**src/hw/boot/boot.hex**
```
// one 32-bit boot image word per line, words 0 to 15 in order
000010b7
00008093
00002137
ffc10113
00000193
00100213
0040a023
00408093
fff20213
fe021ce3
00000297
01028293
0002a303
00030067
0000006f
00000013

```
**src/common/mem_pkg.sv**
```systemverilog
package mem_pkg;

   // word and byte widths
   localparam int DATA_W = 32;
   localparam int ADDR_W = 32;
   localparam int STRB_W = DATA_W / 8;

   // sram size as a byte address width
   localparam int SRAM_ADDR_W = 12;
   localparam int SRAM_WORDS = 2 ** (SRAM_ADDR_W - 2);

   // boot image size as a byte address width
   localparam int BOOTROM_ADDR_W = 6;
   localparam int BOOT_WORDS = 2 ** (BOOTROM_ADDR_W - 2);

   // boot region sits at the top of the sram, in words
   localparam int BOOT_OFFSET = SRAM_WORDS - BOOT_WORDS;
   localparam logic [ADDR_W-1:0] BOOT_BYTE_OFFSET = ADDR_W'(BOOT_OFFSET * 4);

   // data address bit that selects the boot control register
   localparam int BOOT_SEL_BIT = 31;

   // boot image, path from the run directory
   localparam string BOOT_HEX = "/design/src/hw/boot/boot.hex";

   // request: valid is held until ready comes back
   // any strobe set makes it a write
   typedef struct packed {
      logic              valid;
      logic [ADDR_W-1:0] addr;
      logic [DATA_W-1:0] wdata;
      logic [STRB_W-1:0] wstrb;
   } bus_req_t;

   // response: ready is a one cycle pulse with the read data
   typedef struct packed {
      logic [DATA_W-1:0] rdata;
      logic              ready;
   } bus_resp_t;

endpackage

```
**src/hw/bus_merge.sv**
```systemverilog
`timescale 1ns/1ps

module bus_merge import mem_pkg::*; (
   input  logic      clk,
   input  logic      i_rst,
   input  bus_req_t  i_mreq0,
   input  bus_req_t  i_mreq1,
   output bus_resp_t o_mresp0,
   output bus_resp_t o_mresp1,
   output bus_req_t  o_sreq,
   input  bus_resp_t i_sresp
);

   logic busy;
   logic gnt_q;
   logic sel;
   logic issue;

   // master 1 wins when both ask on an idle port
   assign sel = busy ? gnt_q : i_mreq1.valid;
   assign issue = ~busy & (i_mreq0.valid | i_mreq1.valid);

   always_comb begin
      o_sreq = sel ? i_mreq1 : i_mreq0;
      o_sreq.valid = issue;
   end

   // grant stays locked until the slave answers
   always_ff @(posedge clk) begin
      if (i_rst) begin
         busy <= 1'b0;
         gnt_q <= 1'b0;
      end else if (issue) begin
         busy <= 1'b1;
         gnt_q <= i_mreq1.valid;
      end else if (i_sresp.ready) begin
         busy <= 1'b0;
      end
   end

   // only the granted master sees ready
   always_comb begin
      o_mresp0 = i_sresp;
      o_mresp1 = i_sresp;
      o_mresp0.ready = i_sresp.ready & busy & ~gnt_q;
      o_mresp1.ready = i_sresp.ready & busy & gnt_q;
   end

endmodule

```
**config.mk**
```make
export PLATFORM = sky130hd
export DESIGN_NAME = bus_merge
export DESIGN_NICKNAME = d
export VERILOG_FILES = /design/src/common/mem_pkg.sv /design/src/hw/bus_merge.sv
export SDC_FILE = /design/constraint.sdc
export NUM_CORES = 1
export LEC_CHECK = 0
export ABC_CLOCK_PERIOD_IN_PS = 4470
export BUFFER_PORTS_ARGS = -buffer_cell sky130_fd_sc_hd__buf_2
export CORE_AREA = 5 5 118 120
export CTS_CLUSTER_DIAMETER = 120
export DETAILED_ROUTE_END_ITERATION = 8
export DIE_AREA = 0 0 123 125
export PLACE_DENSITY = 0.53
export SETUP_SLACK_MARGIN = 0.05
export SYNTH_ARGS = -nofsm -noshare
export SYNTH_HDL_FRONTEND = slang
export SYNTH_SLANG_ARGS = --single-unit
```
**constraint.sdc**
```tcl
create_clock -name clk -period 4.47 [get_ports clk]
set_clock_uncertainty 0.15 [all_clocks]
set_input_delay 0.894 -clock clk [delete_from_list [all_inputs] [get_ports clk]]
set_output_delay 0.894 -clock clk [all_outputs]
set_load 0.01 [all_outputs]
```
After elaboration in Yosys (flattened, before gate mapping)
Cells that the tools add are included.

Register bits after elaboration: 2. Input port bits: 173. Output and inout port bits: 135. Word-level logic and storage cells: 14.

Mux-type cells: 4. Reductions and logical operators: 1. Bitwise logic cells: 7.

Operators by type and width (count): $mux 68 (1); $and 1x1->1 (4); $mux 1 (3); $not 1->1 (2); $reduce_bool 2->1 (1); $or 1x1->1 (1).

Logic depth before layout (Yosys ltp)
Word-level depth: 3. Mapped depth: 5. Mapped depth without buffers: 3.

Worst setup path before layout
No wires, ideal clock.

Path kind: input-to-output. From: input i_mreq1[68] in the netlist's numbering. To: output o_sreq[46] in the netlist's numbering. Path buffers: 2. Path slack: 1569 ps. Required time: 3426 ps. Cell stages on the path: 5. Data arrival time: 1857 ps. Cell sequence: nand2b_1 > a21boi_2 > buf_4 > buf_6 > mux2_1.

RTL lines: start, declared (RTL line bus_merge.sv:7) `input bus_req_t i_mreq1,`; end, declared (RTL line bus_merge.sv:10) `output bus_req_t o_sreq,`.

==> impl_metrics.ini <==
[run]
max-cap-violations = 0

[worst_setup_path]
cp_slowest_stage_delay_ns = 0.40
crit_slowest_cell = mux2_2
path_cells = buf_2 > nand2b_1 > a21boi_4 > buf_12 > mux2_2 > buf_2
endpoint = o_sreq[3]
cp-start-kind = input port
rrSetupSlack_ns = 3.51
reg2reg_to = busy
startpoint = i_mreq1[68]
worst_ep_required_time_ns = 3.43
crit_arrival_ns = 2.38
regToRegStartpoint = busy
cp_max_fo = 61
critPathKind = input port to output port
endpoint_kind = output port
rr_worst_depth = 3
critPathMostFrequentCell = buf_2

[sta]
finalHoldWorstSlack_ns = 0.411
setup_viol = 0
relSlewSlack = 0.752
worst_pin_slew_ns = 0.371
setup_tns_ns = 0
fmax_mhz = 292
final_max_slew_viol_count = 0
hold_violations = 0
fin_crit_ns = 3.42
rsz0062_at_grt = false
finalCritPeriodShare = 0.766

[clock_network]
ctsHoldBuffers = 0
cts_buffer_depth = 2
numClockSinks = 2
numCtsBuffers = 3
tritoncts = done
path_clk_slew_ns = 0.03
cts_max_level = 1
cts_resized = 0
clock_latency_ns = 0.22
cts_setup_buffers = 0
cts_root_buf = clkbuf_16

[global_route]
grt_first_pass_wirelength_mm = 8.50
grtUsageMet2 = 0.114
grt_util_all_layers = 0.0669
grt_use_met1 = 0.0806
met3_usage = 0.0257
grt_max_degree = 62
grt-busiest-layer = met2
grt-ovfl-total = 0
grt_pass1_vias = 1811
antenna_found_initial = 0

[drt]
wl_per_cell_um = 12.1
first_pass_iters = 4
postRouteWirelength_mm = 5.71
drt_iter0_markers = 20
viasPerCell = 3.31
drc = 0
via_count = 1564
ant_nets = 0

[power]
vdd_drop_max_mv = 0.182
power_mw = 0.419
powerDensity_nw_per_um2 = 186
p_leak_nw = 1.21

[synthesis]
ys_seq_area_frac = 0.0284
yosysMostFrequentCell = buf_4
syn_inst = 154
yosys.area.top_type = mux2_2
synthArstFlopShare = 0
syn-cell-area_um2 = 1410
synth_edf_count = 0
ys_ff_latch = 2
synthFlopType = dfxtp_1
yosys-top-cells-area = mux2_2 (38%), buf_4 (35%), mux2_1 (16%)
synth_area_per_cell_um2 = 9.14
ys_types = 15
yosys_warnings = 0
syn_nets = 327
yosys-top-cells-count = buf_4 (66), mux2_2 (48), mux2_1 (20)
synth_top_area_share = 0.384

[floorplan]
die_h_um = 125
dieArea_um2 = 15400
start_util = 0.109
die_x_um = 123
core_area_um2 = 12900
io_pins = 308
num_rows = 42

[final_layout]
fillers = 1479
diodes = 0
drive_above_1_share = 0.889
area.growth.synth_to_final_pct = 59.7
nets = 472

[run_status]
status = complete, no violations

[placement]
gp_congestion = 0.721
numPortBuffers = 211
dp_hpwl_mm = 5.11

[min_path]
hp-class = flop to flop
## cell usage in the layout, fill, tap and decap left out
master	instances
clkbuf_16	3
nand2b_1	1
a21boi_4	1
mux2_2	48
a21oi_1	1
o21ai_0	1
nor2_1	4
o31ai_1	1
dfxtp_1	2
buf_2	211
mux2_1	20
and3_1	1
inv_1	1
buf_12	1
nand2_1	1
## layout make-up
cell class / count / area [um^2] / share of cell area
inverter: 1 / 3.75 / 0.00167
clock buffer: 3 / 75.1 / 0.0334
sequential: 2 / 40.0 / 0.0178
tap: 176 / 220 / 0.0979
timing repair buffer: 212 / 1080 / 0.479
multi-input combinational: 79 / 833 / 0.371
## sequential cells by signal (all words and copies together) (netlist names)
signal,count
busy,1
gnt_q,1
## through the flow
| step | utilization | area, um^2 | setup WS [ns] | std cells |
|---|---|---|---|---|
| finish | 0.175 | 2250 | 1.05 | 473 |
| global route | 0.175 | 2250 | 0.895 | 473 |
| CTS | 0.175 | 2250 | 0.985 | 473 |
| detailed placement | 0.169 | 2170 | 0.986 | 470 |
| global placement | 0.169 | 2170 | 1.00 | 470 |
| floorplan | - | 1410 | 1.57 | 154 |
## cells by family (layout without fill, tap and decap cells)
kind of cell / after synthesis / count (layout) / synth area share
buf+inv: 73 / 216 / 0.385
mux: 68 / 68 / 0.544
simple gates: 7 / 7 / 0.0222
compound gates: 4 / 4 / 0.0204
flops: 2 / 2 / 0.0284
## worst min-delay path by stage
stage / start / end / slack [ns] / cells past startpoint
3_3_place_gp: gnt_q / gnt_q / 0.40 / 2
2_1_floorplan: gnt_q / gnt_q / 0.33 / 2
6_report: gnt_q / gnt_q / 0.41 / 2
3_5_place_dp: gnt_q / gnt_q / 0.40 / 2
5_1_grt: gnt_q / gnt_q / 0.43 / 2
4_1_cts: gnt_q / gnt_q / 0.41 / 2
## power breakdown
group	switching, mW	total (mW)	leakage, nW	internal, mW
logic	0.116	0.262	1.15	0.147
clock network	0.0208	0.135	0.0370	0.114
registers	0.00271	0.0222	0.0167	0.0195
total	0.139	0.419	1.21	0.280
## per-layer routing
| layer | vias up | part of all wire |
|---|---|---|
| met4 | 0 | 0.0098 |
| met5 | - | 0 |
| met3 | 4 | 0.14 |
| met1 | 665 | 0.39 |
| met2 | 142 | 0.46 |
| li1 | 753 | - |
## critical path: cells and delay by family
kind                   cells  cell delay [ns]
AO/OA/AOI/OAI              1             0.37
buffers and inverters      3             0.61
AND/OR/NAND/NOR            1             0.08
multiplexers               1             0.40
(Power assumes the default switching activity.)
