<file path="src/hw/boot/boot.hex">
// one 32-bit boot image word per line, words 0 to 15 in order
000010b7
00008093
00002137
ffc10113
00000193
00100213
0040a023
00408093
fff20213
fe021ce3
00000297
01028293
0002a303
00030067
0000006f
00000013

</file>
<file path="src/common/mem_pkg.sv">
package mem_pkg;

   // word and byte widths
   localparam int DATA_W = 32;
   localparam int ADDR_W = 32;
   localparam int STRB_W = DATA_W / 8;

   // sram size as a byte address width
   localparam int SRAM_ADDR_W = 12;
   localparam int SRAM_WORDS = 2 ** (SRAM_ADDR_W - 2);

   // boot image size as a byte address width
   localparam int BOOTROM_ADDR_W = 6;
   localparam int BOOT_WORDS = 2 ** (BOOTROM_ADDR_W - 2);

   // boot region sits at the top of the sram, in words
   localparam int BOOT_OFFSET = SRAM_WORDS - BOOT_WORDS;
   localparam logic [ADDR_W-1:0] BOOT_BYTE_OFFSET = ADDR_W'(BOOT_OFFSET * 4);

   // data address bit that selects the boot control register
   localparam int BOOT_SEL_BIT = 31;

   // boot image, path from the run directory
   localparam string BOOT_HEX = "/design/src/hw/boot/boot.hex";

   // request: valid is held until ready comes back
   // any strobe set makes it a write
   typedef struct packed {
      logic              valid;
      logic [ADDR_W-1:0] addr;
      logic [DATA_W-1:0] wdata;
      logic [STRB_W-1:0] wstrb;
   } bus_req_t;

   // response: ready is a one cycle pulse with the read data
   typedef struct packed {
      logic [DATA_W-1:0] rdata;
      logic              ready;
   } bus_resp_t;

endpackage

</file>
<file path="src/hw/bus_split.sv">
`timescale 1ns/1ps

module bus_split import mem_pkg::*; (
   input  logic      clk,
   input  logic      i_rst,
   input  bus_req_t  i_mreq,
   output bus_resp_t o_mresp,
   output bus_req_t  o_sreq0,
   output bus_req_t  o_sreq1,
   input  bus_resp_t i_sresp0,
   input  bus_resp_t i_sresp1
);

   logic sel;
   logic sel_q;
   logic pending;
   logic issue;

   assign sel = i_mreq.addr[BOOT_SEL_BIT];

   // valid goes out once per transfer, the master keeps it up until ready
   assign issue = i_mreq.valid & ~pending;

   always_comb begin
      o_sreq0 = i_mreq;
      o_sreq1 = i_mreq;
      o_sreq0.valid = issue & ~sel;
      o_sreq1.valid = issue & sel;
   end

   assign o_mresp = sel_q ? i_sresp1 : i_sresp0;

   always_ff @(posedge clk) begin
      if (i_rst) begin
         pending <= 1'b0;
         sel_q <= 1'b0;
      end else if (issue) begin
         pending <= 1'b1;
         sel_q <= sel;
      end else if (o_mresp.ready) begin
         pending <= 1'b0;
      end
   end

endmodule

</file>
<file path="config.mk">
export PLATFORM = sky130hd
export DESIGN_NAME = bus_split
export DESIGN_NICKNAME = d
export VERILOG_FILES = /design/src/common/mem_pkg.sv /design/src/hw/bus_split.sv
export SDC_FILE = /design/constraint.sdc
export NUM_CORES = 1
export LEC_CHECK = 0
export BUFFER_PORTS_ARGS = -buffer_cell sky130_fd_sc_hd__buf_4
export CORE_AREA = 2 2 119 121
export DETAILED_ROUTE_END_ITERATION = 8
export DIE_AREA = 0 0 121 123
export PLACE_DENSITY = 0.45
export SLEW_MARGIN = 40
export SYNTH_ARGS = -nofsm -noshare
export SYNTH_HDL_FRONTEND = slang
export SYNTH_SLANG_ARGS = --single-unit
export TNS_END_PERCENT = 10
</file>
<file path="constraint.sdc">
create_clock -name clk -period 1.35 [get_ports clk]
set_clock_uncertainty 0.1 [all_clocks]
set_input_delay 0.27 -clock clk [delete_from_list [all_inputs] [get_ports clk]]
set_output_delay 0.27 -clock clk [all_outputs]
set_load 0.02 [all_outputs]
</file>
* Word-level counts from Yosys, hierarchy flattened *
Index checks and enable logic that the tools add are counted.

word-level totals
  flip-flop bits (word level) = 2
  input bits = 137
  word-level logic and storage cells = 11

cells by class
  mux-type cells = 3
  bitwise logic cells = 5
  reduce and logical (&&, ||, !) cells = 1

operator list
  cell                count
  33-bit two-way mux  1
  1-bit bitwise AND   3
  1-bit two-way mux   2
  1-bit NOT           2
  2-bit nonzero test  1

* Logic depth before layout (Yosys ltp) *
Gate-level depths: netlist (run 1).

  word-level depth = 3
  depth in mapped cells = 4
  gate-level depth less buffers = 3

* Worst setup path before layout (run 1) *
No wires, ideal clock.

  path type = register to output
  from = reg sel_q
  to = out o_mresp[10] (netlist name)
  data arrival time = 922 ps
  data required time = 980 ps
  path slack = 58 ps
  stages on the path, launching flop included = 4
  cells stage by stage = dfxtp_1 > buf_6 > buf_12 > mux2_4

RTL lines
  item                    RTL line         RTL
  from (decl)             bus_split.sv:15  logic sel_q;
  from (signal assigned)  bus_split.sv:39  sel_q <= sel;
  to (decl)               bus_split.sv:7   output bus_resp_t o_mresp,

==> run_results.csv, run 1 <==
group,metric,value,unit
outcome,status,"complete, but fails checks",
outcome,violations,"negative setup slack",
timing,finalCritPeriodShare,122,%
place,io_buffers,106,
logic_synthesis,synth_seq_cells,2,
timing,slew_viol_final,0,
grt,grt_max_degree,12,
pwr,power,1220,uW
worst_setup_path,r2r_setup_slack,0.10,ns
worst_setup_path,r2r_start,"sel_q",
routing,post_drt_wl_per_cell,11.5,um
timing,setup_slack,-0.292,ns
worst_setup_path,crit_path_end_kind,"primary output",
logic_synthesis,synth_compound_area_share,1.05,%
timing,relSlewSlack,90.6,%
clocking,clock_sinks,2,
min_path,min_to,"sel_q",
grt,grt_pass1_wl,4.93,mm
min_path,hold_depth,2,
layout,finalCoreUtilization,14.0,%
worst_setup_path,startpoint_type,"flip-flop",
timing,worst_pin_slew,0.141,ns
layout,design_area,1900,um^2
worst_setup_path,crit_type,"flip-flop to primary output",
worst_setup_path,reg2reg_depth,4,
timing,holdWs,0.121,ns
clocking,clkSlewWorstSetupHoldPaths,0.03,ns
pwr,switching_share,27.6,%
floorplan,num_io_pins,308,
layout,fillers,1531,
floorplan,core,13600,um^2
routing,via_per_inst,2.67,
grt,grt_pass1_vias,871,
timing,fin_crit,1.64,ns
logic_synthesis,synth_area_per_cell,9.14,um^2
timing,rsz0062_at_grt,"true",
layout,layout_commonest_cell,"buf_4",
logic_synthesis,syn_nets,319,
layout,antenna_cells,0,
pwr,netSwitchingPower,336,uW
clocking,htree_levels,1,
pwr,combPwrFrac,57.8,%
worst_setup_path,r2r-end,"pending",
worst_setup_path,cp.arrival,1.27,ns
floorplan,die_h,123,um
layout,area_growth,14.2,%
logic_synthesis,synth_mux_area_share,29.1,%
routing,drc,0,
clocking,ctsLongestPathBuffers,2,
logic_synthesis,synthSimpleGateAreaFrac,1.73,%
place,dpl_cell_area,1650,um^2
layout,drive_gt1_share,96.2,%
pwr,peakVddDrop,0.502,mV
timing,fmax,609,MHz
routing,ant_nets,0,
logic_synthesis,synth_xor_area_share,0,%
clocking,ctsHoldBuffers,0,
logic_synthesis,ys_seq_area_share,2.41,%
floorplan,core.rowCount,43,
pwr,power.density,641,nW/um^2
grt,overflow,0,
min_path,hp-start,"i_rst",
place,dp.cells,332,
grt,track_usage,4.37,%
timing,setup_viol,33,
layout,layout_common_cells,"buf_4, buf_6, mux2_4",
pwr,intPower,882,uW
routing,firstDrtPassIters,3,
worst_setup_path,required,0.98,ns
pwr,p_seq_share,5.9,%
logic_synthesis,synth_top_family_by_area,"buffers and inverters",
logic_synthesis,netlist-cell-type-count,11,
routing,drt_iter0_markers,11,
pwr,p_leak,0.000902,uW
logic_synthesis,synth_cells,182,
pwr,clkPwrFrac,36.2,%
routing,vias,897,
logic_synthesis,syn_area,1660,um^2
floorplan,start_util,12.2,%
logic_synthesis,synth_fa_ha_area_share,0,%
layout,layout.cells.non_filler,336,
clocking,cts_tree,"yes",
min_path,hp-class,"input port to flip-flop",
floorplan,die_w,121,um
clocking,cts_root_buf,"clkbuf_16",
place,gp_congestion,0.620,
flow_run,cap_violations,0,
logic_synthesis,yosysWarnings,0,
grt,antenna_found_initial,0,
worst_setup_path,crit_fanout,11,
layout,nets,295,
timing,hold_viol,0,
clocking,clkLatencyLatePin,0.22,ns
clocking,cts_buffers,3,
place,dp_hpwl,3.15,mm
floorplan,dieArea,14900,um^2
routing,routed_wl,3.85,mm
-- timing repair --
item	in CTS	in global routing
buffers inserted	0	0
endpoints found under the setup margin	33	34
cloned	1	0
gates resized for setup	31	9
hold endpoints to repair	0	0
-- worst max-delay path by stage --
stage	depth (start not counted)	end	from	slack (ns)
after floorplan	3	o_mresp[10]	sel_q	0.06
after global placement	3	o_mresp[17]	sel_q	-0.06
after detailed placement	3	o_mresp[19]	sel_q	-0.09
after CTS	3	o_mresp[30]	sel_q	-0.32
after global routing	3	o_mresp[2]	sel_q	-0.32
final	3	o_mresp[2]	sel_q	-0.29
-- metrics by stage --
stage	setup TNS [ns]	setup slack (ns)
CTS	-9.42	-0.322
global route	-9.81	-0.323
finish	-8.66	-0.292
global placement	-1.40	-0.0630
detailed placement	-1.96	-0.0931
floorplan	0	0.0582
-- state kept, by name, summed over array words and instances (netlist names) --
| register | count |
|---|---|
| pending | 1 |
| sel_q | 1 |
-- synth_stat cells, drive strengths merged --
library cell,count,area [um^2]
and3b,1,8.76
dfxtp,2,40.0
nand2b,2,12.5
o22ai,1,12.5
a21oi,1,5.00
buf,140,1090
mux2,33,484
nor2,2,7.51
-- layer usage --
layer	up-vias	share of wire, %	GRT usage (%)
met5	-	0	0
met4	0	4.9	3.27
met3	32	15	2.86
met2	88	47	6.36
met1	385	33	4.47
li1	392	-	-
-- cells by family after synthesis --
family | Yosys count
buffers and inverters | 140
muxes | 33
and+or+nand+nor | 5
AOI/OAI and AO/OA | 2
DFF | 2
-- layout make-up --
type                       count  area [um^2]  area share (%)
timing repair buffer         111         1010            53.0
sequential                     2         43.8            2.31
tap                          180          225            11.9
clock buffer                   3         75.1            3.95
multi-input combinational     40          549            28.9
-- power by group through the flow --
stage | combinational [uW] | clock, uW | sequential (uW)
final | 705 | 441 | 72.1
after global routing | 742 | 456 | 73.4
after global placement | 620 | 0 | 70.2
after detailed placement | 624 | 0 | 70.4
after floorplan | 909 | 0 | 66.8
after CTS | 693 | 448 | 72.4
-- critical path: stages, from the launching register on --
cell and delay (ns):
dfxtp_4 0.41, buf_12 0.17, mux2_4 0.33, buf_6 0.14
(Power assumes the default switching activity.)
==> run 2: changes to the inputs <==
Settings changed: CORE_AREA 2 2 119 121 to 2 2 118 120, DIE_AREA 0 0 121 123 to 0 0 120 122, PLACE_DENSITY 0.45 to 0.46.
Clock period 1.35 ns to 1.95 ns, I/O delays scaled along.
==> run_results.csv, run 2 (synthesis results as in run 1) <==
group,metric,value,unit
clocking,cts_root_buf,"clkbuf_16",
routing,vias,884,
grt,grt_use_met1,4.32,%
grt,grt_pass1_wl,5.12,mm
worst_setup_path,cp.arrival,1.35,ns
timing,slew_viol_final,0,
pwr,combPwrFrac,53.8,%
floorplan,num_io_pins,308,
worst_setup_path,crit_path_end_kind,"primary output",
timing,holdWs,0.238,ns
pwr,p_seq_share,6.5,%
worst_setup_path,crit_fanout,8,
grt,overflow,0,
worst_setup_path,r2r_start,"sel_q",
timing,fmax,543,MHz
clocking,cts_buffers,3,
grt,grt_max_degree,15,
place,dp.cells,331,
pwr,peakVddDrop,0.170,mV
floorplan,core.rowCount,43,
routing,drt_iter0_markers,10,
floorplan,dieArea,14600,um^2
worst_setup_path,cpMostUsedCell,"buf_4",
layout,nets,293,
routing,routed_wl,3.86,mm
clocking,clock_sinks,2,
layout,layout_common_cells,"buf_4, mux2_4, mux2_2, clkbuf_16",
pwr,power,781,uW
floorplan,die_h,122,um
worst_setup_path,startpoint_type,"flip-flop",
worst_setup_path,crit_type,"flip-flop to primary output",
timing,relSlewSlack,87.5,%
timing,setup_viol,0,
routing,post_drt_wl_per_cell,11.6,um
grt,busiest_layer,"met2",
routing,firstDrtPassIters,2,
layout,area_growth,2.56,%
place,io_buffers,106,
layout,layout.cells.non_filler,334,
grt,antenna_found_initial,0,
pwr,netSwitchingPower,222,uW
min_path,hold_depth,2,
clocking,clkLatencyLatePin,0.22,ns
layout,antenna_cells,0,
timing,hold_viol,0,
timing,rsz0062_at_grt,"false",
layout,largestRegisters,"pending x1, sel_q x1",
pwr,power.density,458,nW/um^2
clocking,cts_tree,"yes",
clocking,clkSlewWorstSetupHoldPaths,0.03,ns
pwr,switching_share,28.4,%
floorplan,core,13500,um^2
grt,grt_use_met3,3.28,%
place,dp_hpwl,3.33,mm
routing,drc,0,
worst_setup_path,slowest_stage,"dfxtp_4",
worst_setup_path,cp_top_family,"flip-flops",
clocking,ctsLongestPathBuffers,2,
grt,track_usage,4.56,%
layout,layout_commonest_cell,"buf_4",
worst_setup_path,critical_path.cell_chain,"buf_4, mux2_4, buf_4",
pwr,clkPwrFrac,39.7,%
min_path,hp-class,"input port to flip-flop",
min_path,hp-start,"i_rst",
grt,grt_pass1_vias,919,
worst_setup_path,max_stage_delay,0.42,ns
worst_setup_path,r2r-end,"pending",
clocking,post_cts_buffers,0,
floorplan,start_util,12.3,%
routing,ant_nets,0,
grt,met2_usage,7.28,%
routing,via_per_inst,2.65,
floorplan,die_w,120,um
pwr,p_leak,0.000827,uW
clocking,htree_levels,1,
worst_setup_path,r2r_setup_slack,0.94,ns
worst_setup_path,required,1.46,ns
timing,fin_crit,1.84,ns
place,gp_congestion,0.615,
worst_setup_path,reg2reg_depth,2,
worst_setup_path,critPathBufInv,2,
min_path,min_to,"sel_q",
pwr,intPower,559,uW
timing,tns,0,ns
flow_run,cap_violations,0,
timing,worst_pin_slew,0.188,ns
layout,drive_gt1_share,95.5,%
timing,finalCritPeriodShare,94.5,%
outcome,status,"complete, no violations",
## run 2: changes by cell type in the layout (fill, tap and decap cells not counted), sizes merged
cell  previous run  this run
buf            111       109
## run 2: layout make-up
class | instances | area [um^2]
clock buffer | 3 | 75.1
tap | 180 | 225
sequential | 2 | 43.8
multi-input combinational | 40 | 531
fill | 1542 | 11800
timing repair buffer | 109 | 831
## run 2: worst max path at each step
stage,from,end,cells past startpoint
floorplan,sel_q,o_mresp[10],3
global placement,sel_q,o_mresp[31],3
detailed placement,sel_q,o_mresp[28],3
CTS,sel_q,o_mresp[31],3
global route,sel_q,o_mresp[25],3
finish,sel_q,o_mresp[25],3
## run 2: power by group through the flow
stage	logic (uW)	clock network, uW	registers (uW)
after CTS	427	315	52.2
after detailed placement	425	0	53.3
final	421	310	51.1
after global routing	446	321	52.2
after global placement	422	0	52.8
after floorplan	630	0	46.2
## run 2: timing repair
item | 4_1_cts | 5_1_grt
gates resized for setup | 1 | 0
hold buffers | 0 | 0
hold endpoints to repair | 0 | 0
setup endpoints to repair | 13 | 0
## run 2: routing by layer
| layer | wire (um) | up-vias |
|---|---|---|
| met2 | 1840 | 90 |
| li1 | - | 391 |
| met4 | 95 | 0 |
| met3 | 683 | 18 |
| met5 | 0 | - |
| met1 | 1240 | 385 |
## run 2: stage by stage
stage | setup WS [ns] | instance area, um^2 | utilization [%]
6_report | 0.107 | 1710 | 12.6
5_1_grt | 0.0543 | 1710 | 12.6
4_1_cts | 0.0784 | 1710 | 12.6
3_5_place_dp | 0.221 | 1630 | 12.1
3_3_place_gp | 0.229 | 1630 | 12.1
2_1_floorplan | 0.538 | 1660 | -
