$ cat src/hw/boot/boot.hex
// one 32-bit boot image word per line, words 0 to 15 in order
000010b7
00008093
00002137
ffc10113
00000193
00100213
0040a023
00408093
fff20213
fe021ce3
00000297
01028293
0002a303
00030067
0000006f
00000013

$ cat src/common/mem_pkg.sv
package mem_pkg;

   // word and byte widths
   localparam int DATA_W = 32;
   localparam int ADDR_W = 32;
   localparam int STRB_W = DATA_W / 8;

   // sram size as a byte address width
   localparam int SRAM_ADDR_W = 12;
   localparam int SRAM_WORDS = 2 ** (SRAM_ADDR_W - 2);

   // boot image size as a byte address width
   localparam int BOOTROM_ADDR_W = 6;
   localparam int BOOT_WORDS = 2 ** (BOOTROM_ADDR_W - 2);

   // boot region sits at the top of the sram, in words
   localparam int BOOT_OFFSET = SRAM_WORDS - BOOT_WORDS;
   localparam logic [ADDR_W-1:0] BOOT_BYTE_OFFSET = ADDR_W'(BOOT_OFFSET * 4);

   // data address bit that selects the boot control register
   localparam int BOOT_SEL_BIT = 31;

   // boot image, path from the run directory
   localparam string BOOT_HEX = "/design/src/hw/boot/boot.hex";

   // request: valid is held until ready comes back
   // any strobe set makes it a write
   typedef struct packed {
      logic              valid;
      logic [ADDR_W-1:0] addr;
      logic [DATA_W-1:0] wdata;
      logic [STRB_W-1:0] wstrb;
   } bus_req_t;

   // response: ready is a one cycle pulse with the read data
   typedef struct packed {
      logic [DATA_W-1:0] rdata;
      logic              ready;
   } bus_resp_t;

endpackage

$ cat src/hw/boot/boot_ctr.sv
`timescale 1ns/1ps

module boot_ctr import mem_pkg::*; (
   input  logic      clk,
   input  logic      i_rst,
   input  bus_req_t  i_creq,
   output bus_resp_t o_cresp,
   output bus_req_t  o_wreq,
   input  bus_resp_t i_wresp,
   output logic      o_boot,
   output logic      o_cpu_reset
);

   localparam int CNT_W = $clog2(BOOT_WORDS);

   logic [DATA_W-1:0] rom [0:BOOT_WORDS-1];
   logic [CNT_W-1:0]  cnt;
   logic              started;
   logic              done;
   logic              last_ack;
   logic              ctrl_wr;

   initial begin
      $readmemh(BOOT_HEX, rom);
   end

   // copy stream, one image word per request
   assign o_wreq.valid = started & ~done;
   assign o_wreq.addr = BOOT_BYTE_OFFSET + ADDR_W'({cnt, 2'b00});
   assign o_wreq.wdata = rom[cnt];
   assign o_wreq.wstrb = '1;

   assign last_ack = o_wreq.valid & i_wresp.ready & (cnt == CNT_W'(BOOT_WORDS - 1));

   // register write with bit 0 set ends boot
   assign ctrl_wr = i_creq.valid & (|i_creq.wstrb) & i_creq.wdata[0];

   always_ff @(posedge clk) begin
      if (i_rst) begin
         started <= 1'b0;
         done <= 1'b0;
         cnt <= '0;
      end else begin
         started <= 1'b1;
         if (o_wreq.valid && i_wresp.ready) begin
            if (last_ack) begin
               done <= 1'b1;
            end else begin
               cnt <= cnt + 1'b1;
            end
         end
      end
   end

   always_ff @(posedge clk) begin
      if (i_rst) begin
         o_boot <= 1'b1;
         o_cpu_reset <= 1'b1;
      end else if (ctrl_wr) begin
         // processor restarts from the unshifted map
         o_boot <= 1'b0;
         o_cpu_reset <= 1'b1;
      end else if (done || last_ack) begin
         o_cpu_reset <= 1'b0;
      end
   end

   // control register reads back the boot flag
   always_ff @(posedge clk) begin
      if (i_rst) begin
         o_cresp.ready <= 1'b0;
      end else begin
         o_cresp.ready <= i_creq.valid;
      end
   end

   always_ff @(posedge clk) begin
      o_cresp.rdata <= {{(DATA_W-1){1'b0}}, o_boot};
   end

endmodule

$ cat config.mk
export PLATFORM = sky130hd
export DESIGN_NAME = boot_ctr
export DESIGN_NICKNAME = d
export VERILOG_FILES = /design/src/common/mem_pkg.sv /design/src/hw/boot/boot_ctr.sv
export SDC_FILE = /design/constraint.sdc
export NUM_CORES = 1
export LEC_CHECK = 0
export CAP_MARGIN = 0
export CELL_PAD_IN_SITES_DETAIL_PLACEMENT = 2
export CELL_PAD_IN_SITES_GLOBAL_PLACEMENT = 2
export CORE_AREA = 10 10 79 81
export CTS_CLUSTER_SIZE = 28
export DETAILED_ROUTE_END_ITERATION = 7
export DIE_AREA = 0 0 89 91
export DONT_BUFFER_PORTS = 1
export PLACE_DENSITY = 0.81
export SLEW_MARGIN = 30
export SYNTH_ARGS = -nofsm -noshare
export SYNTH_HDL_FRONTEND = slang
export SYNTH_SLANG_ARGS = --single-unit
$ cat constraint.sdc
create_clock -name clk -period 1.5 [get_ports clk]
set_input_delay 0.075 -clock clk [delete_from_list [all_inputs] [get_ports clk]]
set_output_delay 0.075 -clock clk [all_outputs]
set_load 0.02 [all_outputs]
# ---- After elaboration in Yosys (flattened, before gate mapping)
# Cells that the tools add are included.
dict set report word_totals {
  elab_cells 24
  ff_bits 10
  out_inout_bits 104
}
dict set report classes {
  reduce_logical 6
  n_eq_ne 1
  mux 1
  bitwise_logic 7
  addsub 2
}
# op count
set op_table {}
lappend op_table {{$add 12x6->13 const A} 1}
lappend op_table {{$and 1x1->1} 5}
lappend op_table {{$add 4x1->4 const B} 1}
lappend op_table {{$eq 4x4->1 const B} 1}
lappend op_table {{$reduce_and 2->1} 2}
lappend op_table {{$reduce_or 4->1} 1}
lappend op_table {{$not 1->1} 2}
lappend op_table {{$reduce_or 2->1} 1}
lappend op_table {{$logic_and 1x1->1} 1}
lappend op_table {{$logic_or 1x1->1} 1}
lappend op_table {{$mux 1} 1}

# ---- Logic depth before layout (Yosys ltp)
# Gate-level depths: netlist of the first run.
dict set report logic_depth {
  depth_word 6
  mapped_depth 4
  ltp_nobuf 4
}

# ---- Worst setup path after synthesis of the first run
# No wires, ideal clock.
dict set report synth_timing {
  path_type {flip-flop to flip-flop}
  start {reg cnt[0]}
  end {reg o_cpu_reset}
  setup_ps 122
  stages_incl_launch_ff 5
  n_path_buf 0
  path_slack_ps 64
  arrival_ps 1314
  required_time_ps 1378
  cell_sequence {dfxtp_1 -> ha_1 -> and3_1 -> a31oi_1 -> a221o_1}
}
dict set report synth_between {
  elab_chain_cells 3
}
# item line_no
set synth_rtl {}
lappend synth_rtl {{from (decl)} boot_ctr.sv:17} ;# logic [CNT_W-1:0] cnt;
lappend synth_rtl {{from (signal assigned)} boot_ctr.sv:49} ;# cnt <= cnt + 1'b1;
lappend synth_rtl {{$eq 4x4->1} boot_ctr.sv:33} ;# assign last_ack = o_wreq.valid & i_wresp.ready & (cnt == CNT_W'(BOOT_WORDS - 1));
lappend synth_rtl {{$and 1x1->1} boot_ctr.sv:33}
lappend synth_rtl {{$logic_or 1x1->1} boot_ctr.sv:63} ;# end else if (done || last_ack) begin
lappend synth_rtl {{to (signal assigned)} boot_ctr.sv:58} ;# o_cpu_reset <= 1'b1;
lappend synth_rtl {{to (signal assigned)} boot_ctr.sv:62} ;# o_cpu_reset <= 1'b1;
lappend synth_rtl {{to (signal assigned)} boot_ctr.sv:64} ;# o_cpu_reset <= 1'b0;
lappend synth_rtl {{to (decl)} boot_ctr.sv:11} ;# output logic o_cpu_reset
# No other way between the ends.
# A chain may end at the register's enable or synchronous reset.

# ---- Worst setup path after layout of the first run
# Same ends and word-level chain as after synthesis.

==> flow_metrics.tcl, run 1 <==
set metrics [dict create \
    syn_area_mm2 0.001095 \
    syn_avg_cell_area_um2 8.232 \
    gp_congestion 0.7048 \
    p_per_area_mw_per_mm2 995.3 \
    first_global_vias 751 \
    hold_viol 0 \
    fp.dieArea_mm2 0.008099 \
    drc 0 \
    synthFlopType "dfxtp_1" \
    grt_start_max_net_pins 10 \
    die_y_um 91 \
    worst_hold_path_type "input port to flop" \
    cp-end-kind "flop" \
    rsz0062_at_grt "no" \
    ys_warn_count 0 \
    reg2reg_slack_ns 0.14 \
    synth_top_family_by_area "buffers and inverters" \
    drtIter0Drc 1 \
    synth_compound_area_share_pct 7.200 \
    antenna_found_initial 1 \
    die_w_um 89 \
    worstReg2RegStart "cnt[0]" \
    timing.final.setup_violations 0 \
    finalNonFillerCells 195 \
    first_pass_iters 2 \
    path_buf_inv 0 \
    ys_types 23 \
    drv_slew 0 \
    clock.fmax_mhz 736.4 \
    fin_crit_ns 1.358 \
    synth_area_leader_cell "buf_4" \
    crit_path_top_delay_cell "a221o_1" \
    synth_adder_area_share_pct 1.143 \
    grt_first_pass_wirelength_um 3877 \
    critPathKind "flop to flop" \
    cts-root-buf "clkbuf_8" \
    crit_end "o_cpu_reset" \
    drt-vias-per-instance 3.103 \
    crit_fanout 6 \
    synth_most_common_cell "buf_4" \
    synth_xor_xnor_area_share_pct 0 \
    synth.area.mux_share_pct 0 \
    peakVddDrop_uv 231.6 \
    core_area_mm2 0.004661 \
    synth_edf_count 0 \
    clk_pin_slew_ns 0.05 \
    drive_above_1_share_pct 7.143 \
    dp_hpwl_um 2510 \
    path_delay_family "compound AO/OA/AOI/OAI gates" \
    p_leak_nw 0.5050 \
    synth_commonest_cells "buf_4, dfxtp_1" \
    crit_chain "ha_1 > and3_2 > a31oi_1 > a221o_1" \
    tns_ns 0 \
    critical_path_required_ns 1.63 \
    grtUsageTotal_pct 6.068 \
    cap_violations 0 \
    num_vias 605 \
    fillers 584 \
    dpl.cell_count 188 \
    rows 25 \
    r2r-end "o_cpu_reset" \
    synth_area_leaders "buf_4, dfxtp_1, o311ai_0" \
    holdWs_ns 0.05964 \
    synth-simple-area-share_pct 6.514 \
    clk_latency_ns 0.24 \
    fin_util_pct 19.38 \
    async_flop_share_pct 0 \
    cts_buffer_depth 2 \
    cts_made_buffers 3 \
    cts.sinks 10 \
    ant_nets 0 \
    cts.htree.levels 1 \
    p_total_mw 0.8991 \
    reg2reg_depth 4 \
    cp.depth 4 \
    area_growth_pct -17.49 \
    syn_inst 133 \
    critPathLaunch "cnt[0]" \
    ys_seq_area_share_pct 18.29 \
    finalClockSkew_ns 0.002303 \
    period_share_pct 90.53 \
    status "finished clean" \
    num_io_pins 208 \
    yosys.area.top_type_share_pct 65.14 \
    gr-total-overflow 0 \
    start_util_pct 23.49 \
    ys_ff_latch 10 \
    crit_arrival_ns 1.48 \
    cts_tree "yes" \
    nNetsFinal 246 \
    startpoint_type "flop" \
    io_buffers 0 \
    wire_per_inst_um 14.17 \
    slowest_delay_ns 0.36 \
    finalWirelength_um 2764 \
]
flip-flops by register name (all words and copies together) (netlist names):
name / flops
cnt: 4
done: 1
o_boot: 1
o_cpu_reset: 1
o_cresp: 2
started: 1
area by class of cell:
cell class                      count  area, µm²  share of cell area, %
Multi-Input combinational cell    118      520.5                  57.62
Sequential cell                    10      200.2                  22.16
Tap cell                           54      67.56                  7.479
Clock buffer                        4      55.05                  6.094
Timing Repair Buffer                6      50.05                  5.540
Inverter                            2      7.507                 0.8310
Antenna cell                        1      2.502                 0.2770
where the power goes:
part | leakage, nW | internal, mW | switching (mW)
Combinational | 0.394 | 0.0152 | 0.247
Clock | 0.0288 | 0.232 | 0.117
Sequential | 0.0820 | 0.275 | 0.0126
Total | 0.505 | 0.522 | 0.377
through the flow:
| stage | area [µm²] | setup slack, ns |
|---|---|---|
| floorplan | 1444 | 0.06432 |
| global placement | 824.5 | 0.07494 |
| detailed placement | 824.5 | 0.05783 |
| CTS | 899.6 | 0.05436 |
| global route | 903.4 | 0.006326 |
| finish | 903.4 | 0.1420 |
worst min path at each step:
stage	endpoint	depth (start not counted)	slack, ns	start
floorplan	o_cresp[0]	1	0.20	i_creq[68]
global placement	cnt[1]	1	0.15	i_rst
detailed placement	done	1	0.15	i_rst
CTS	o_cpu_reset	2	0.07	i_creq[2]
global route	o_cpu_reset	2	0.09	i_creq[2]
finish	done	2	0.06	i_wresp[0]
repair_timing:
action                                 CTS  global route
hold buffers                             2             0
setup endpoints to repair                0             2
resized for setup                        0             2
buffers inserted                         0             0
endpoints found under the hold margin    9             0
worst register-to-register path, stage by stage, from the launching register on:
cell	delay, ns
dfxtp_1	0.33
ha_1	0.17
and3_2	0.24
a31oi_1	0.15
a221o_1	0.36
layer usage:
| layer | up-vias | wire (µm) | track usage (%) |
|---|---|---|---|
| li1 | 253 | - | - |
| met1 | 256 | 861 | 4.913 |
| met2 | 96 | 930 | 8.420 |
| met3 | 0 | 971 | 8.758 |
| met4 | 0 | 0 | 1.194 |
| met5 | - | 0 | 0 |
cell families after synthesis:
kind of cell             count (synthesis)
other                                    2
buffers and inverters                   98
flip-flops                              10
AO/OA/AOI/OAI                           11
adder cells (fa/ha/maj)                  1
AND/OR/NAND/NOR                         11
placed cells by master, fill, tap and decap left out, types with 2 or more instances in the layout:
master	n
dlygate4sd3_1	2
conb_1	95
inv_1	2
o21ai_0	2
buf_4	4
a21oi_1	2
nor2b_1	2
dfxtp_1	10
o41ai_1	2
clkbuf_8	4
Power figures use the tool's default switching activity.
==> inputs of run 2 (changes only) <==
- ABC_AREA: default -> 1
- CORE_AREA: 10 10 79 81 -> 10 10 80 82
- DIE_AREA: 0 0 89 91 -> 0 0 90 92
- PLACE_DENSITY: 0.81 -> 0.82
==> run 2 against run 1 <==
Synthesized cell count is 14% higher. Design area increased by 6.0%. Critical path depth increased by 3. Core utilization rose by 0.10 points. Cell count rose by 18%. Clock-buffer cell count unchanged. Routed wire length grew 2.0%. Sequential cell count stayed put. Critical path type unchanged. Largest cell class unchanged. Highest routed layer is now met4.
==> flow_metrics.tcl, run 2 <==
set metrics [dict create \
    syn_avg_cell_area_um2 7.375 \
    period_share_pct 79.34 \
    hold_viol 0 \
    fin_crit_ns 1.190 \
    hold_depth 2 \
    gp_congestion 0.6568 \
    p_leak_nw 0.5427 \
    area_growth_pct -14.62 \
    cts.sinks 10 \
    cts-root-buf "clkbuf_8" \
    gr-total-overflow 0 \
    p_total_mw 0.9153 \
    tns_ns 0 \
    num_io_pins 208 \
    core_area_mm2 0.004912 \
    start_util_pct 22.82 \
    fillers 657 \
    nNetsFinal 267 \
    synth_top_family_by_area "buffers and inverters" \
    cts_tree "yes" \
    ys_types 13 \
    crit_arrival_ns 1.33 \
    holdWs_ns 0.04219 \
    p_per_area_mw_per_mm2 956.2 \
    timing.final.setup_violations 0 \
    die_w_um 90 \
    ys_ff_latch 10 \
    async_flop_share_pct 0 \
    syn_inst 152 \
    worst_hold_path_type "input port to flop" \
    peakVddDrop_uv 225.7 \
    yosys.area.top_type_share_pct 63.62 \
    wire_per_inst_um 12.20 \
    first_pass_iters 3 \
    cts_made_buffers 3 \
    synth_xor_xnor_area_share_pct 0 \
    grt_first_pass_wirelength_um 4002 \
    synth_compound_area_share_pct 1.786 \
    drive_above_1_share_pct 6.832 \
    post_cts.repair.setup_buffers 0 \
    rsz0062_at_grt "no" \
    ys_warn_count 0 \
    dp_hpwl_um 2572 \
    drt-vias-per-instance 2.887 \
    first_global_vias 815 \
    num_vias 667 \
    clk_pin_slew_ns 0.05 \
    synth_most_common_cell "buf_4" \
    drtIter0Drc 10 \
    status "finished clean" \
    cp-end-kind "flop" \
    io_buffers 0 \
    rows 26 \
    startpoint_type "flop" \
    cap_violations 0 \
    synthFlopType "dfxtp_1" \
    die_y_um 92 \
    fin_util_pct 19.49 \
    synth_area_leader_cell "buf_4" \
    synth_edf_count 0 \
    drv_slew 0 \
    finalWirelength_um 2818 \
    reg2reg_depth 7 \
    ant_nets 0 \
    grtUsageTotal_pct 5.996 \
    largest-register "cnt" \
    antenna_found_initial 0 \
    synth_area_leaders "buf_4, dfxtp_1, nand2_1" \
    final_cell_mix "conb_1, nand2_1, nor2_1, dfxtp_1, nand3_1" \
    drc 0 \
    synth.area.mux_share_pct 0 \
    critical_path_required_ns 1.64 \
    grt_start_max_net_pins 7 \
    reg_top3 "cnt: 4 flops, o_cresp: 2 flops" \
    finalClockSkew_ns 0.005600 \
    ys_seq_area_share_pct 17.86 \
    synth_commonest_cells "buf_4, nand2_1, dfxtp_1, nor2_1, nand3_1" \
    crit_fanout 5 \
    clock.fmax_mhz 840.3 \
    largest_reg_flops 4 \
    critPathKind "flop to flop" \
    diodes 0 \
    cts_buffer_depth 2 \
    layout_commonest_cell "conb_1" \
    cts.htree.levels 1 \
    fp.dieArea_mm2 0.008280 \
    synth_adder_area_share_pct 1.116 \
    synth-simple-area-share_pct 12.61 \
    clk_latency_ns 0.24 \
    syn_area_mm2 0.001121 \
]
==> run 2: through the flow <==
step	worst slack (ns)	cell area, µm²	instances
detailed placement	0.3014	882.1	225
floorplan	0.2245	1470	245
finish	0.3099	957.2	231
global route	0.1454	957.2	231
global placement	0.3290	882.1	225
CTS	0.2745	957.2	231
==> run 2: layout make-up <==
type / instances / area [µm²] / area share, %
clock buffer: 4 / 55.05 / 5.752
inverter: 7 / 26.28 / 2.745
multi-input combinational: 133 / 530.5 / 55.42
sequential: 10 / 200.2 / 20.92
tap: 70 / 87.58 / 9.150
timing repair buffer: 7 / 57.56 / 6.013
==> run 2: per-layer routing <==
metal  vias up  GRT usage, %  part of all wire (%)
met5         -             0                     0
met4         0         1.592                  0.67
met3         3         7.335                    25
met2        88         8.051                    37
met1       286         5.665                    38
li1        290             -                     -
==> run 2: worst paths after layout <==
check	from	endpoint	slack, ns
min reg2reg	o_boot	o_cresp[1]	0.49
max	cnt[0]	cnt[2]	0.31
min	i_wresp[0]	done	0.04
max reg2reg	cnt[0]	cnt[2]	0.31
==> run 2: worst max-delay path, cell delays in order (launching register included) <==
cell     delay (ns)
dfxtp_1        0.31
ha_1           0.24
nand2_1        0.10
nor2_2         0.05
nor2_2         0.18
nand2_1        0.07
nor2_1         0.09
nor2_1         0.04
==> run 2: cells by family after synthesis <==
| family | Yosys count |
|---|---|
| other | 2 |
| buffers and inverters | 102 |
| adder cells (fa/ha/maj) | 1 |
| AO/OA/AOI/OAI | 4 |
| flip-flops | 10 |
| AND/OR/NAND/NOR | 33 |
==> run 2: power breakdown <==
part           total (mW)  switching, mW  internal (mW)
registers           0.290         0.0132          0.277
logic               0.274          0.255         0.0193
clock network       0.351          0.119          0.232
==> run 2: what timing repair did <==
| action | CTS | global route |
|---|---|---|
| hold endpoints to repair | 4 | 0 |
| gates resized for setup | 0 | 0 |
| hold buffers | 2 | 0 |
